`src/logic/store_unit_settings.svh`:
```
`ifndef STORE_UNIT_SETTINGS_SVH
`define STORE_UNIT_SETTINGS_SVH

// Queue sizing
`define STQ_NUM_ENTRIES 8

// ROB id width with the wrap bit on top
`define ROB_ID_BITS 5

// Datapath widths
`define ADDR_BITS 32
`define DATA_BITS 64

// Memory pipe depth from mm1 to mm5
`define PIPE_STAGES 5

`endif

```
`src/logic/store_unit_pkg.sv`:
```
`include "store_unit_settings.svh"

package store_unit_pkg;

    typedef logic [`ROB_ID_BITS-1:0] t_rob_id;
    typedef logic [$clog2(`STQ_NUM_ENTRIES)-1:0] t_stq_id;

    typedef enum logic [1:0] {
        OP_BYTE   = 2'd0,
        OP_HALF   = 2'd1,
        OP_WORD   = 2'd2,
        OP_DOUBLE = 2'd3
    } t_op_size;

    typedef struct packed {
        t_rob_id                robid;
        t_stq_id                stqid;
        logic [`ADDR_BITS-1:0]  addr;
        logic [`DATA_BITS-1:0]  data;
        t_op_size               size;
    } t_mempipe_req;

    typedef enum logic {
        ACTION_COMPLETE = 1'b0,
        ACTION_REPLAY   = 1'b1
    } t_mempipe_action;

    // True when robid a is at or before robid b in program order
    function automatic logic rob_older_or_equal(input t_rob_id a, input t_rob_id b);
        logic same_lap;
        logic older;
        same_lap = (a[`ROB_ID_BITS-1] == b[`ROB_ID_BITS-1]);
        // Different wrap bits mean a lives on the previous lap when its index is higher
        if (same_lap) begin
            older = (a[`ROB_ID_BITS-2:0] <= b[`ROB_ID_BITS-2:0]);
        end else begin
            older = (a[`ROB_ID_BITS-2:0] > b[`ROB_ID_BITS-2:0]);
        end
        return older;
    endfunction

endpackage

```
`src/logic/find_first_arbiter.sv`:
```
`timescale 1ns/10ps

module find_first_arbiter #(
    parameter int  NREQS = 4,
    parameter type T     = logic
) (
    input  logic [NREQS-1:0] req_valids,
    input  T                 req_pkts [NREQS-1:0],
    output logic [NREQS-1:0] gnts,
    output logic             ext_req_valid,
    output T                 ext_req_pkt,
    input  logic             ext_gnt
);

    logic [NREQS-1:0] sel;
    logic             found;

    // Lowest index wins
    always_comb begin
        sel         = '0;
        found       = 1'b0;
        ext_req_pkt = req_pkts[0];
        for (int i = 0; i < NREQS; i++) begin
            if (req_valids[i] && !found) begin
                sel[i]      = 1'b1;
                found       = 1'b1;
                ext_req_pkt = req_pkts[i];
            end
        end
    end

    assign ext_req_valid = found;
    assign gnts          = ext_gnt ? sel : '0;

endmodule

```
`src/logic/store_issue_decode.sv`:
```
`timescale 1ns/10ps

`include "store_unit_settings.svh"

module store_issue_decode (
    input  logic                         iss_valid,
    input  logic [6:0]                   iss_opcode,
    input  logic [2:0]                   iss_funct3,
    input  store_unit_pkg::t_rob_id      iss_robid,
    input  store_unit_pkg::t_stq_id      iss_stqid,
    input  logic [`ADDR_BITS-1:0]        iss_src1,
    input  logic [`ADDR_BITS-1:0]        iss_imm,
    input  logic [`DATA_BITS-1:0]        iss_src2,
    output logic                         alloc_valid,
    output store_unit_pkg::t_stq_id      alloc_stqid,
    output store_unit_pkg::t_mempipe_req alloc_req
);

    // RISC-V STORE major opcode
    localparam logic [6:0] STORE_OPCODE = 7'b0100011;

    logic is_store;

    // funct3 of 0..3 selects SB/SH/SW/SD
    assign is_store    = (iss_opcode == STORE_OPCODE) && !iss_funct3[2];
    assign alloc_valid = iss_valid && is_store;
    assign alloc_stqid = iss_stqid;

    always_comb begin
        alloc_req.robid = iss_robid;
        alloc_req.stqid = iss_stqid;
        alloc_req.addr  = iss_src1 + iss_imm;
        alloc_req.data  = iss_src2;
        alloc_req.size  = store_unit_pkg::t_op_size'(iss_funct3[1:0]);
    end

endmodule

```
`src/logic/store_mem_pipe.sv`:
```
`timescale 1ns/10ps

`include "store_unit_settings.svh"

module store_mem_pipe (
    input  logic                            clk,
    input  logic                            reset,
    input  logic                            pipe_req,
    input  store_unit_pkg::t_mempipe_req    pipe_req_pkt,
    input  logic                            port_blocked,
    input  logic                            nuke_valid,
    input  store_unit_pkg::t_rob_id         nuke_robid,
    output logic                            pipe_gnt,
    output logic                            pipe_valid_mm5,
    output store_unit_pkg::t_mempipe_req    pipe_pkt_mm5,
    output store_unit_pkg::t_mempipe_action pipe_action_mm5
);

    // Index 0 is mm1 and the last index is mm5
    logic [`PIPE_STAGES-1:0]      stg_valid;
    store_unit_pkg::t_mempipe_req stg_pkt [`PIPE_STAGES-1:0];

    logic [`PIPE_STAGES-1:0] stg_in_valid;
    store_unit_pkg::t_mempipe_req stg_in_pkt [`PIPE_STAGES-1:0];

    // No new store enters while a fill owns the write port
    assign pipe_gnt = !port_blocked;

    always_comb begin
        stg_in_valid[0] = pipe_req && pipe_gnt;
        stg_in_pkt[0]   = pipe_req_pkt;
        for (int s = 1; s < `PIPE_STAGES; s++) begin
            stg_in_valid[s] = stg_valid[s-1];
            stg_in_pkt[s]   = stg_pkt[s-1];
        end
    end

    always_ff @(posedge clk) begin
        if (reset) begin
            stg_valid <= '0;
        end else begin
            for (int s = 0; s < `PIPE_STAGES; s++) begin
                // Squash anything the nuke covers
                stg_valid[s] <= stg_in_valid[s] && !(nuke_valid &&
                    store_unit_pkg::rob_older_or_equal(nuke_robid, stg_in_pkt[s].robid));
            end
        end
    end

    always_ff @(posedge clk) begin
        for (int s = 0; s < `PIPE_STAGES; s++) begin
            stg_pkt[s] <= stg_in_pkt[s];
        end
    end

    assign pipe_valid_mm5  = stg_valid[`PIPE_STAGES-1];
    assign pipe_pkt_mm5    = stg_pkt[`PIPE_STAGES-1];

    // Write port lost to a fill at mm5 sends the store back for replay
    assign pipe_action_mm5 = port_blocked ? store_unit_pkg::ACTION_REPLAY
                                          : store_unit_pkg::ACTION_COMPLETE;

endmodule

```
`src/logic/store_queue.sv`:
```
`timescale 1ns/10ps

`include "store_unit_settings.svh"

module store_queue (
    input  logic                            clk,
    input  logic                            reset,
    input  logic                            alloc_valid,
    input  store_unit_pkg::t_stq_id         alloc_stqid,
    input  store_unit_pkg::t_mempipe_req    alloc_req,
    input  store_unit_pkg::t_rob_id         oldest_robid,
    input  logic                            nuke_valid,
    input  store_unit_pkg::t_rob_id         nuke_robid,
    input  logic                            pipe_gnt,
    input  logic                            pipe_valid_mm5,
    input  store_unit_pkg::t_mempipe_req    pipe_pkt_mm5,
    input  store_unit_pkg::t_mempipe_action pipe_action_mm5,
    output logic                            pipe_req,
    output store_unit_pkg::t_mempipe_req    pipe_req_pkt,
    output logic                            idle
);

    logic [`STQ_NUM_ENTRIES-1:0] e_alloc;
    logic [`STQ_NUM_ENTRIES-1:0] e_valid;
    logic [`STQ_NUM_ENTRIES-1:0] e_pipe_req;
    logic [`STQ_NUM_ENTRIES-1:0] e_pipe_gnt;

    store_unit_pkg::t_mempipe_req e_pipe_req_pkt [`STQ_NUM_ENTRIES-1:0];

    always_comb begin
        e_alloc              = '0;
        e_alloc[alloc_stqid] = alloc_valid;
    end

    find_first_arbiter #(
        .NREQS (`STQ_NUM_ENTRIES),
        .T     (store_unit_pkg::t_mempipe_req)
    ) i_pipe_arb (
        .req_valids    (e_pipe_req),
        .req_pkts      (e_pipe_req_pkt),
        .gnts          (e_pipe_gnt),
        .ext_req_valid (pipe_req),
        .ext_req_pkt   (pipe_req_pkt),
        .ext_gnt       (pipe_gnt)
    );

    for (genvar e = 0; e < `STQ_NUM_ENTRIES; e++) begin : g_entries
        store_queue_entry i_entry (
            .clk             (clk),
            .reset           (reset),
            .id              (store_unit_pkg::t_stq_id'(e)),
            .alloc           (e_alloc[e]),
            .alloc_req       (alloc_req),
            .oldest_robid    (oldest_robid),
            .nuke_valid      (nuke_valid),
            .nuke_robid      (nuke_robid),
            .pipe_gnt        (e_pipe_gnt[e]),
            .pipe_valid_mm5  (pipe_valid_mm5),
            .pipe_pkt_mm5    (pipe_pkt_mm5),
            .pipe_action_mm5 (pipe_action_mm5),
            .valid           (e_valid[e]),
            .pipe_req        (e_pipe_req[e]),
            .pipe_req_pkt    (e_pipe_req_pkt[e])
        );
    end

    assign idle = ~|e_valid;

endmodule

```
`src/logic/store_queue_entry.sv`:
```
`timescale 1ns/10ps

module store_queue_entry (
    input  logic                            clk,
    input  logic                            reset,
    input  store_unit_pkg::t_stq_id         id,
    input  logic                            alloc,
    input  store_unit_pkg::t_mempipe_req    alloc_req,
    input  store_unit_pkg::t_rob_id         oldest_robid,
    input  logic                            nuke_valid,
    input  store_unit_pkg::t_rob_id         nuke_robid,
    input  logic                            pipe_gnt,
    input  logic                            pipe_valid_mm5,
    input  store_unit_pkg::t_mempipe_req    pipe_pkt_mm5,
    input  store_unit_pkg::t_mempipe_action pipe_action_mm5,
    output logic                            valid,
    output logic                            pipe_req,
    output store_unit_pkg::t_mempipe_req    pipe_req_pkt
);

    store_unit_pkg::t_mempipe_req req;

    logic in_pipe;
    logic nuke_hit;
    logic alloc_ok;
    logic mm5_hit;
    logic mm5_complete;
    logic mm5_replay;

    // Nuke covers everything at or younger than nuke_robid
    assign nuke_hit = nuke_valid && store_unit_pkg::rob_older_or_equal(nuke_robid, req.robid);

    // An allocation that is nuked in the same cycle never lands
    assign alloc_ok = alloc &&
        !(nuke_valid && store_unit_pkg::rob_older_or_equal(nuke_robid, alloc_req.robid));

    assign mm5_hit      = valid && pipe_valid_mm5 && (pipe_pkt_mm5.stqid == id);
    assign mm5_complete = mm5_hit && (pipe_action_mm5 == store_unit_pkg::ACTION_COMPLETE);
    assign mm5_replay   = mm5_hit && (pipe_action_mm5 == store_unit_pkg::ACTION_REPLAY);

    // Only the oldest store in the machine may enter the pipe
    assign pipe_req     = valid && !in_pipe && (req.robid == oldest_robid);
    assign pipe_req_pkt = req;

    always_ff @(posedge clk) begin
        if (reset) begin
            valid   <= 1'b0;
            in_pipe <= 1'b0;
        end else if (alloc_ok) begin
            valid   <= 1'b1;
            in_pipe <= 1'b0;
        end else if (nuke_hit || mm5_complete) begin
            valid   <= 1'b0;
            in_pipe <= 1'b0;
        end else if (mm5_replay) begin
            in_pipe <= 1'b0;
        end else if (pipe_gnt) begin
            in_pipe <= 1'b1;
        end
    end

    always_ff @(posedge clk) begin
        if (alloc_ok) begin
            req <= alloc_req;
        end
    end

endmodule

```
`src/logic/store_unit_top.sv`:
```
`timescale 1ns/10ps

`include "store_unit_settings.svh"

module store_unit_top (
    input  logic                    clk,
    input  logic                    reset,
    input  logic                    iss_valid,
    input  logic [6:0]              iss_opcode,
    input  logic [2:0]              iss_funct3,
    input  store_unit_pkg::t_rob_id iss_robid,
    input  store_unit_pkg::t_stq_id iss_stqid,
    input  logic [`ADDR_BITS-1:0]   iss_src1,
    input  logic [`ADDR_BITS-1:0]   iss_imm,
    input  logic [`DATA_BITS-1:0]   iss_src2,
    input  logic                    nuke_valid,
    input  store_unit_pkg::t_rob_id nuke_robid,
    input  store_unit_pkg::t_rob_id oldest_robid,
    input  logic                    port_blocked,
    output logic                    idle,
    output logic                    mem_wr_valid,
    output logic [`ADDR_BITS-1:0]   mem_wr_addr,
    output logic [`DATA_BITS-1:0]   mem_wr_data,
    output logic [`DATA_BITS/8-1:0] mem_wr_be
);

    logic                            alloc_valid;
    store_unit_pkg::t_stq_id         alloc_stqid;
    store_unit_pkg::t_mempipe_req    alloc_req;
    logic                            pipe_req;
    store_unit_pkg::t_mempipe_req    pipe_req_pkt;
    logic                            pipe_gnt;
    logic                            pipe_valid_mm5;
    store_unit_pkg::t_mempipe_req    pipe_pkt_mm5;
    store_unit_pkg::t_mempipe_action pipe_action_mm5;

    store_issue_decode i_decode (
        .iss_valid, .iss_opcode, .iss_funct3, .iss_robid, .iss_stqid,
        .iss_src1, .iss_imm, .iss_src2,
        .alloc_valid, .alloc_stqid, .alloc_req
    );

    store_queue i_queue (
        .clk, .reset, .alloc_valid, .alloc_stqid, .alloc_req, .oldest_robid,
        .nuke_valid, .nuke_robid, .pipe_gnt,
        .pipe_valid_mm5, .pipe_pkt_mm5, .pipe_action_mm5,
        .pipe_req, .pipe_req_pkt, .idle
    );

    store_mem_pipe i_pipe (
        .clk, .reset, .pipe_req, .pipe_req_pkt, .port_blocked, .nuke_valid, .nuke_robid,
        .pipe_gnt, .pipe_valid_mm5, .pipe_pkt_mm5, .pipe_action_mm5
    );

    store_write_format i_format (
        .clk, .reset, .pipe_valid_mm5, .pipe_pkt_mm5, .pipe_action_mm5,
        .mem_wr_valid, .mem_wr_addr, .mem_wr_data, .mem_wr_be
    );

endmodule

```
`src/logic/store_write_format.sv`:
```
`timescale 1ns/10ps

`include "store_unit_settings.svh"

module store_write_format (
    input  logic                            clk,
    input  logic                            reset,
    input  logic                            pipe_valid_mm5,
    input  store_unit_pkg::t_mempipe_req    pipe_pkt_mm5,
    input  store_unit_pkg::t_mempipe_action pipe_action_mm5,
    output logic                            mem_wr_valid,
    output logic [`ADDR_BITS-1:0]           mem_wr_addr,
    output logic [`DATA_BITS-1:0]           mem_wr_data,
    output logic [`DATA_BITS/8-1:0]         mem_wr_be
);

    logic                    wr_fire;
    logic [2:0]              lane;
    logic [`DATA_BITS/8-1:0] size_be;

    assign wr_fire = pipe_valid_mm5 && (pipe_action_mm5 == store_unit_pkg::ACTION_COMPLETE);
    assign lane    = pipe_pkt_mm5.addr[2:0];

    always_comb begin
        case (pipe_pkt_mm5.size)
            store_unit_pkg::OP_BYTE: size_be = 8'h01;
            store_unit_pkg::OP_HALF: size_be = 8'h03;
            store_unit_pkg::OP_WORD: size_be = 8'h0f;
            default:                 size_be = 8'hff;
        endcase
    end

    always_ff @(posedge clk) begin
        if (reset) begin
            mem_wr_valid <= 1'b0;
        end else begin
            mem_wr_valid <= wr_fire;
        end
    end

    // Payload moves into its byte lanes of the 8-byte word
    always_ff @(posedge clk) begin
        if (wr_fire) begin
            mem_wr_addr <= {pipe_pkt_mm5.addr[`ADDR_BITS-1:3], 3'b000};
            mem_wr_data <= pipe_pkt_mm5.data << {lane, 3'b000};
            mem_wr_be   <= size_be << lane;
        end
    end

endmodule
```
`config.mk`:
```
export PLATFORM = sky130hd
export DESIGN_NAME = store_unit_top
export DESIGN_NICKNAME = d
export VERILOG_FILES = /design/src/logic/store_unit_pkg.sv /design/src/logic/find_first_arbiter.sv /design/src/logic/store_issue_decode.sv /design/src/logic/store_mem_pipe.sv /design/src/logic/store_queue.sv /design/src/logic/store_queue_entry.sv /design/src/logic/store_unit_top.sv /design/src/logic/store_write_format.sv
export VERILOG_INCLUDE_DIRS = /design/src /design/src/logic
export SDC_FILE = /design/constraint.sdc
export NUM_CORES = 2
export LEC_CHECK = 0
export BUFFER_PORTS_ARGS = -buffer_cell sky130_fd_sc_hd__buf_2
export CAP_MARGIN = 0
export CORE_ASPECT_RATIO = 1.2
export CORE_MARGIN = 4
export CORE_UTILIZATION = 65
export CTS_CLUSTER_DIAMETER = 80
export CTS_CLUSTER_SIZE = 8
export DETAILED_ROUTE_END_ITERATION = 10
export PLACE_DENSITY_LB_ADDON = 0.1
export RECOVER_POWER = 25
export SYNTH_ARGS = -nofsm -noshare
export SYNTH_HDL_FRONTEND = slang
export SYNTH_SLANG_ARGS = --single-unit
```
`constraint.sdc`:
```
create_clock -name clk -period 23 [get_ports clk]
set_input_delay 1.15 -clock clk [delete_from_list [all_inputs] [get_ports clk]]
set_output_delay 1.15 -clock clk [all_outputs]
set_load 0.005 [all_outputs]
```
* Word level (Yosys, flattened, before mapping)
Memories as Yosys holds them, arrays and structs flattened.
Cells that the tools add are included.
** Word-level totals
- Register bits :: 971
- Bits in writable memories :: 530
- Output and inout bits :: 106
- Logic and storage cells :: 329
- Memories kept :: 1
** Cells by class
- $add $sub $neg :: 1
- $lt $le $gt $ge :: 30
- Equality and inequality tests :: 32
- Shift-type cells :: 2
- Mux-type cells :: 62
- Bitwise operators :: 2
- Reduce and logical (&&, ||, !) cells :: 138
** Memory list
- i_pipe.stg_pkt :: words 5, width 106, rd ports 5, clocked after Yosys merged registers in 0, write ports 5, line store_mem_pipe.sv:21 : store_unit_pkg::t_mempipe_req stg_pkt [`PIPE_STAGES-1:0];
** Operators with widths (count)
- $mux W106 :: 7
- $logic_and A1 B1 Y1 :: 87
- $shl A64 B6 Y64 :: 1
- $gt A4 B4 Y1 :: 14
- $le A4 B4 Y1 :: 14
- $mux W1 :: 52
- $eq A5 B5 Y1 :: 8
- $add A32 B32 Y32 :: 1
- $reduce_or A4 Y1 :: 8
- $logic_not A1 Y1 :: 24
- $pmux W8 S3 :: 1
- $reduce_bool A2 Y1 :: 8
- $eq A1 B1 Y1 :: 14
- $eq A3 B3 Y1 const B :: 4
- $and A8 B8 Y8 :: 1
- $logic_or A1 B1 Y1 :: 8
- $mux W8 :: 1
- $reduce_or A8 Y1 :: 1
- $shl A8 B3 Y8 :: 1
- $eq A7 B6 Y1 const B :: 1
- $eq A3 B2 Y1 const B :: 2
- $lt A3 B4 Y1 const B :: 1
- $demux W1 S3 :: 1
- $eq A3 B1 Y1 const B :: 1
- 6 further kinds :: 6

* Longest topological paths before layout
- Depth in word-level cells :: 31
- Depth in mapped cells :: 21
- Mapped depth without buffers :: 18

* Modules after synthesis
A second synthesis with hierarchy kept.
** Unflattened totals
- Cells, all modules :: 3924
- Area total of the unflattened synthesis :: 54795.1 sq um
** Modules (own cells, without submodules)
- store_queue_entry :: times used 8, cells an instance 163, area each 3634.7 sq um, seq. area each 3223.1 sq um
- store_mem_pipe :: times used 1, cells an instance 631, area each 11388.4 sq um, seq. area each 10710.3 sq um
- find_first_arbiter :: times used 1, cells an instance 1329, area each 7113.1 sq um, seq. area each 0.0 sq um
- store_write_format :: times used 1, cells an instance 359, area each 5028.6 sq um, seq. area each 3052.9 sq um
- store_issue_decode :: times used 1, cells an instance 283, area each 2102.0 sq um, seq. area each 0.0 sq um
- store_queue :: times used 1, cells an instance 18, area each 85.1 sq um, seq. area each 0.0 sq um

* Worst setup path before layout
OpenSTA, ideal clock, no wires.
- Path kind :: input to register
- Start :: in nuke_robid[0]
- End :: reg i_queue.g_entries[4].i_entry.in_pipe
- Arrival time :: 12.758 ns
- Required time :: 22.421 ns
- Path slack :: 9.663 ns
- Cell stages on the path :: 10
- Buffers on the path :: 0
- Cell sequence :: inv_1 -> ha_1 -> nor2b_1 -> o21a_1 -> o21a_1 -> o21ai_0 -> xnor2_1 -> nor2_1 -> nor4_1 -> nor3_1
** On the way
- Longest elaborated chain between the ends :: 6
** RTL lines
- start: declaration :: line store_unit_top.sv:17 : input store_unit_pkg::t_rob_id nuke_robid,
- $gt A4 B4 Y1 or $le A4 B4 Y1 (tied branches) :: line store_unit_pkg.sv:37, store_unit_pkg.sv:35
- $mux W1 (*) :: line store_unit_pkg.sv:34 : if (same_lap) begin
- $logic_and A1 B1 Y1 (*) :: line store_queue_entry.sv:35 : !(nuke_valid && store_unit_pkg::rob_older_or_equal(nuke_robid, alloc_req.robid));
- $logic_not A1 Y1 (*) :: line store_queue_entry.sv:35
- $logic_and A1 B1 Y1 (*) :: line store_queue_entry.sv:34 : assign alloc_ok = alloc &&
- net i_queue.g_entries[4].i_entry.alloc_ok :: line store_queue_entry.sv:25 : logic alloc_ok;
- $reduce_or A4 Y1 (no source line) (*)
- end signal: assignment :: line store_queue_entry.sv:48 : in_pipe <= 1'b0;
- end signal: assignment :: line store_queue_entry.sv:51 : in_pipe <= 1'b0;
- end signal: assignment :: line store_queue_entry.sv:54 : in_pipe <= 1'b0;
- end: declaration :: line store_queue_entry.sv:23 : logic in_pipe;
Mark *: on every way through the listed nets, which the timed path passes. The rest lies on a longest branch.
A chain may end at the register's enable or synchronous reset.

==> flow_metrics.tcl <==
set metrics [dict create \
    wl_per_cell_um 24.2 \
    route.detailed.drc 0 \
    firstDrtPassIters 8 \
    drv_cap 0 \
    r2r_cells 19 \
    layoutNonFillerInstCount 4872 \
    synth-compound-area-share 0.0847 \
    grt_first_pass_wirelength_mm 178 \
    path_max_fanout 62 \
    final_cell_mix "949 x edfxtp_1, 544 x dfxtp_1, 275 x a21oi_1, 268 x nor2_1, 230 x buf_2" \
    hpwl_mm 66.7 \
    finalSetupTns_ns 0 \
    synth-xor-area-share 0.0162 \
    start_kind "input port" \
    dp_cells 4485 \
    synth_mux_area_frac 0.0394 \
    critical_path_class "in -> reg" \
    p_sw_frac 0.198 \
    endpoint "i_pipe.stg_valid[0]$_SDFF_PP0_" \
    relSlewSlack 0.158 \
    cts_resized 0 \
    area_growth_pct 15.9 \
    synth-edff-count 949 \
    tritoncts "done" \
    p_int_mw 4.60 \
    via_per_inst 5.98 \
    setup_viol 0 \
    power.total_mw 5.73 \
    synth_top_family_by_area "compound AO/OA/AOI/OAI gates" \
    cp.arrival_ns 6.65 \
    drt_wl_total_mm 118 \
    die-height_um 316 \
    startpoint "oldest_robid[0]" \
    final_common_cell "edfxtp_1" \
    detail-route-antenna-nets 0 \
    syn_avg_cell_area_um2 15.4 \
    synthAdderAreaFrac 0.0216 \
    layout-drive-gt1-share 0.146 \
    htree_levels 4 \
    yosysSeqAreaShare 0.768 \
    switchingPower_mw 1.13 \
    rows 112 \
    gp_congestion 0.857 \
    rsz0062_at_grt "false" \
    clock-root-buffer "clkbuf_16" \
    io_buffers 263 \
    ys_types 69 \
    r2r_slack_ns 17.15 \
    ys.flop_type "edfxtp_1" \
    post-cts-setup-buffers 0 \
    fin_nets 3914 \
    power_density_mw_per_mm2 96.3 \
    synth_simple_gate_area_share 0.0507 \
    die_width_um 265 \
    netlist_area_mm2 0.0513 \
    fmaxAchievable_mhz 166 \
    ys_warn_count 0 \
    p_leak_nw 22.1 \
    first_iter_violations 2826 \
    syn_inst 3323 \
    status "finished clean" \
    hold-worst-slack_ns 0.299 \
    grt_pass1_vias 30400 \
    p_seq_frac 0.502 \
    ioPinCount 267 \
    reg2reg_from "i_queue.g_entries[0].i_entry.pipe_req_pkt[101]$_DFFE_PP_" \
    path_clk_slew_ns 0.06 \
    clock_path_buffers 3 \
    vias 29100 \
    die-area_mm2 0.0836 \
    cts_buffers 204 \
    ys_ff_latch 1496 \
    slew_violations 0 \
    final-hold-violation-count 0 \
    ctsHoldBuffers 0 \
    grt_use_total 0.281 \
    overflow 0 \
    start_util 0.658 \
    cts_sinks 1496 \
    p_comb_frac 0.022 \
    async_reset_ff_frac 0 \
    worst_slew_pin_slew_ns 1.26 \
    ir_drop_uv 88.5 \
    coreArea_mm2 0.0781 \
    clock_latency_ns 0.76 \
    critPathRequiredTime_ns 23.61 \
    reg2reg_to "i_pipe.stg_valid[0]$_SDFF_PP0_" \
    grt_max_degree 81 \
    skew_ns 0.0414 \
    antenna_found_initial 18 \
    hp-class "reg -> reg" \
    fin_crit_sh 0.263 \
    crit_path_end_kind "flip-flop" \
    p_clk_frac 0.476 \
    fin_crit_ns 6.04 \
]
==> final cells by class <==
type / instances / area (um2)
Multi-Input combinational cell: 1594 / 11000
Clock inverter: 10 / 145
Sequential cell: 1496 / 39500
Tap cell: 1026 / 1280
Inverter: 73 / 287
Timing Repair Buffer: 296 / 1520
Clock buffer: 367 / 5800
Antenna cell: 10 / 25.0
Fill cell: 4489 / 18600
==> synth_stat cells, types with 4 or more instances <==
| library cell | number | area share |
|---|---|---|
| nor4b_1 | 4 | 0.00068 |
| nor4_1 | 7 | 0.00085 |
| a31o_2 | 4 | 0.00068 |
| a22oi_1 | 4 | 0.00059 |
| mux2i_1 | 130 | 0.025 |
| o21ai_0 | 47 | 0.0046 |
| buf_2 | 38 | 0.0037 |
| nand4_1 | 7 | 0.00085 |
| o211ai_1 | 108 | 0.016 |
| nand2_1 | 170 | 0.012 |
| xor2_1 | 39 | 0.0067 |
| xnor2_1 | 56 | 0.0096 |
| nand3_1 | 14 | 0.0014 |
| a211oi_1 | 8 | 0.0012 |
| inv_1 | 73 | 0.0053 |
| a222oi_1 | 102 | 0.020 |
| mux4_2 | 16 | 0.0070 |
| buf_4 | 9 | 0.0013 |
| a41oi_1 | 14 | 0.0024 |
| nor2_1 | 268 | 0.020 |
| nor3_1 | 13 | 0.0013 |
| nand2b_1 | 22 | 0.0027 |
| and2_1 | 11 | 0.0013 |
| clkbuf_1 | 99 | 0.0072 |
| o22ai_1 | 17 | 0.0021 |
| nor2b_1 | 37 | 0.0045 |
| ha_1 | 87 | 0.021 |
| buf_1 | 15 | 0.0011 |
| a21oi_1 | 275 | 0.027 |
| nand4b_1 | 4 | 0.00068 |
| mux2_2 | 32 | 0.0070 |
| a31oi_1 | 11 | 0.0013 |
| dfxtp_1 | 547 | 0.21 |
| o21a_1 | 11 | 0.0016 |
| nor3b_1 | 5 | 0.00073 |
| edfxtp_1 | 949 | 0.56 |
| a211o_1 | 6 | 0.0010 |
| a21o_1 | 15 | 0.0022 |
==> state kept, by name, indices dropped and copies added, names as in the netlist <==
register	flops
i_pipe.stg_valid	5
i_pipe.stg_pkt	525
i_queue.g_entries.i_entry.in_pipe	8
i_format.mem_wr_addr	29
i_format.mem_wr_data	64
i_queue.g_entries.i_entry.pipe_req_pkt	848
i_format.mem_wr_valid	1
i_queue.g_entries.i_entry.valid	8
i_format.mem_wr_be	8
==> worst min path at each step <==
| stage | startpoint | to | cells after the start |
|---|---|---|---|
| floorplan | i_pipe.stg_pkt[0][0]$_DFF_P_ | i_pipe.stg_pkt[0][106]$_DFF_P_ | 0 |
| global placement | i_pipe.stg_pkt[0][395]$_DFF_P_ | i_pipe.stg_pkt[0][501]$_DFF_P_ | 0 |
| detailed placement | i_pipe.stg_pkt[0][81]$_DFF_P_ | i_pipe.stg_pkt[0][187]$_DFF_P_ | 0 |
| CTS | i_pipe.stg_pkt[0][100]$_DFF_P_ | i_pipe.stg_pkt[0][206]$_DFF_P_ | 0 |
| global route | i_pipe.stg_pkt[0][100]$_DFF_P_ | i_pipe.stg_pkt[0][206]$_DFF_P_ | 0 |
| finish | i_pipe.stg_pkt[0][100]$_DFF_P_ | i_pipe.stg_pkt[0][206]$_DFF_P_ | 0 |
==> power groups by stage <==
stage | Sequential [mW] | Clock [mW] | Combinational (mW)
after detailed placement | 2.93 | 0 | 0.126
after CTS | 2.88 | 2.76 | 0.128
after global routing | 2.87 | 2.89 | 0.141
after floorplan | 2.93 | 0 | 0.0717
final | 2.88 | 2.73 | 0.127
after global placement | 2.93 | 0 | 0.119
==> routing by layer <==
metal	part of all wire	GRT usage
met5	0.00075	0
met4	0.030	0.109
met3	0.067	0.0521
met2	0.51	0.488
met1	0.39	0.356
==> cells by family (layout without fill, tap and decap cells) <==
group           count (synthesis)  in the layout
simple gates                  582            582
fa+ha+maj                      88             88
compound gates                648            648
mux                           178            178
buf+inv                       235            746
flops                        1496           1496
xor+xnor                       95             95
other cells                     1             13
==> per-stage QoR <==
step / instance area (um2) / worst slack [ns] / utilization
after floorplan: 51300 / 9.66 / -
final: 59500 / 16.96 / 0.762
after detailed placement: 53600 / 16.26 / 0.686
after global routing: 59500 / 16.57 / 0.762
after CTS: 59500 / 17.01 / 0.763
after global placement: 53600 / 16.29 / 0.686
==> worst max-delay path, cell delays in order <==
cell	delay [ns]
buf_2	0.25
xnor2_1	0.13
nand4_1	0.13
nor2_1	0.13
nor3_1	0.33
nand3b_1	0.38
nor3_4	0.99
buf_4	0.50
buf_4	0.84
a222oi_1	0.20
o211ai_1	0.19
ha_1	0.19
nor2b_1	0.04
o21ai_0	0.14
nand2b_1	0.08
a21oi_1	0.16
a41oi_1	0.09
xor2_1	0.20
xnor2_1	0.15
a2111oi_1	0.37
No activity file was read; power rests on OpenSTA's default activity.
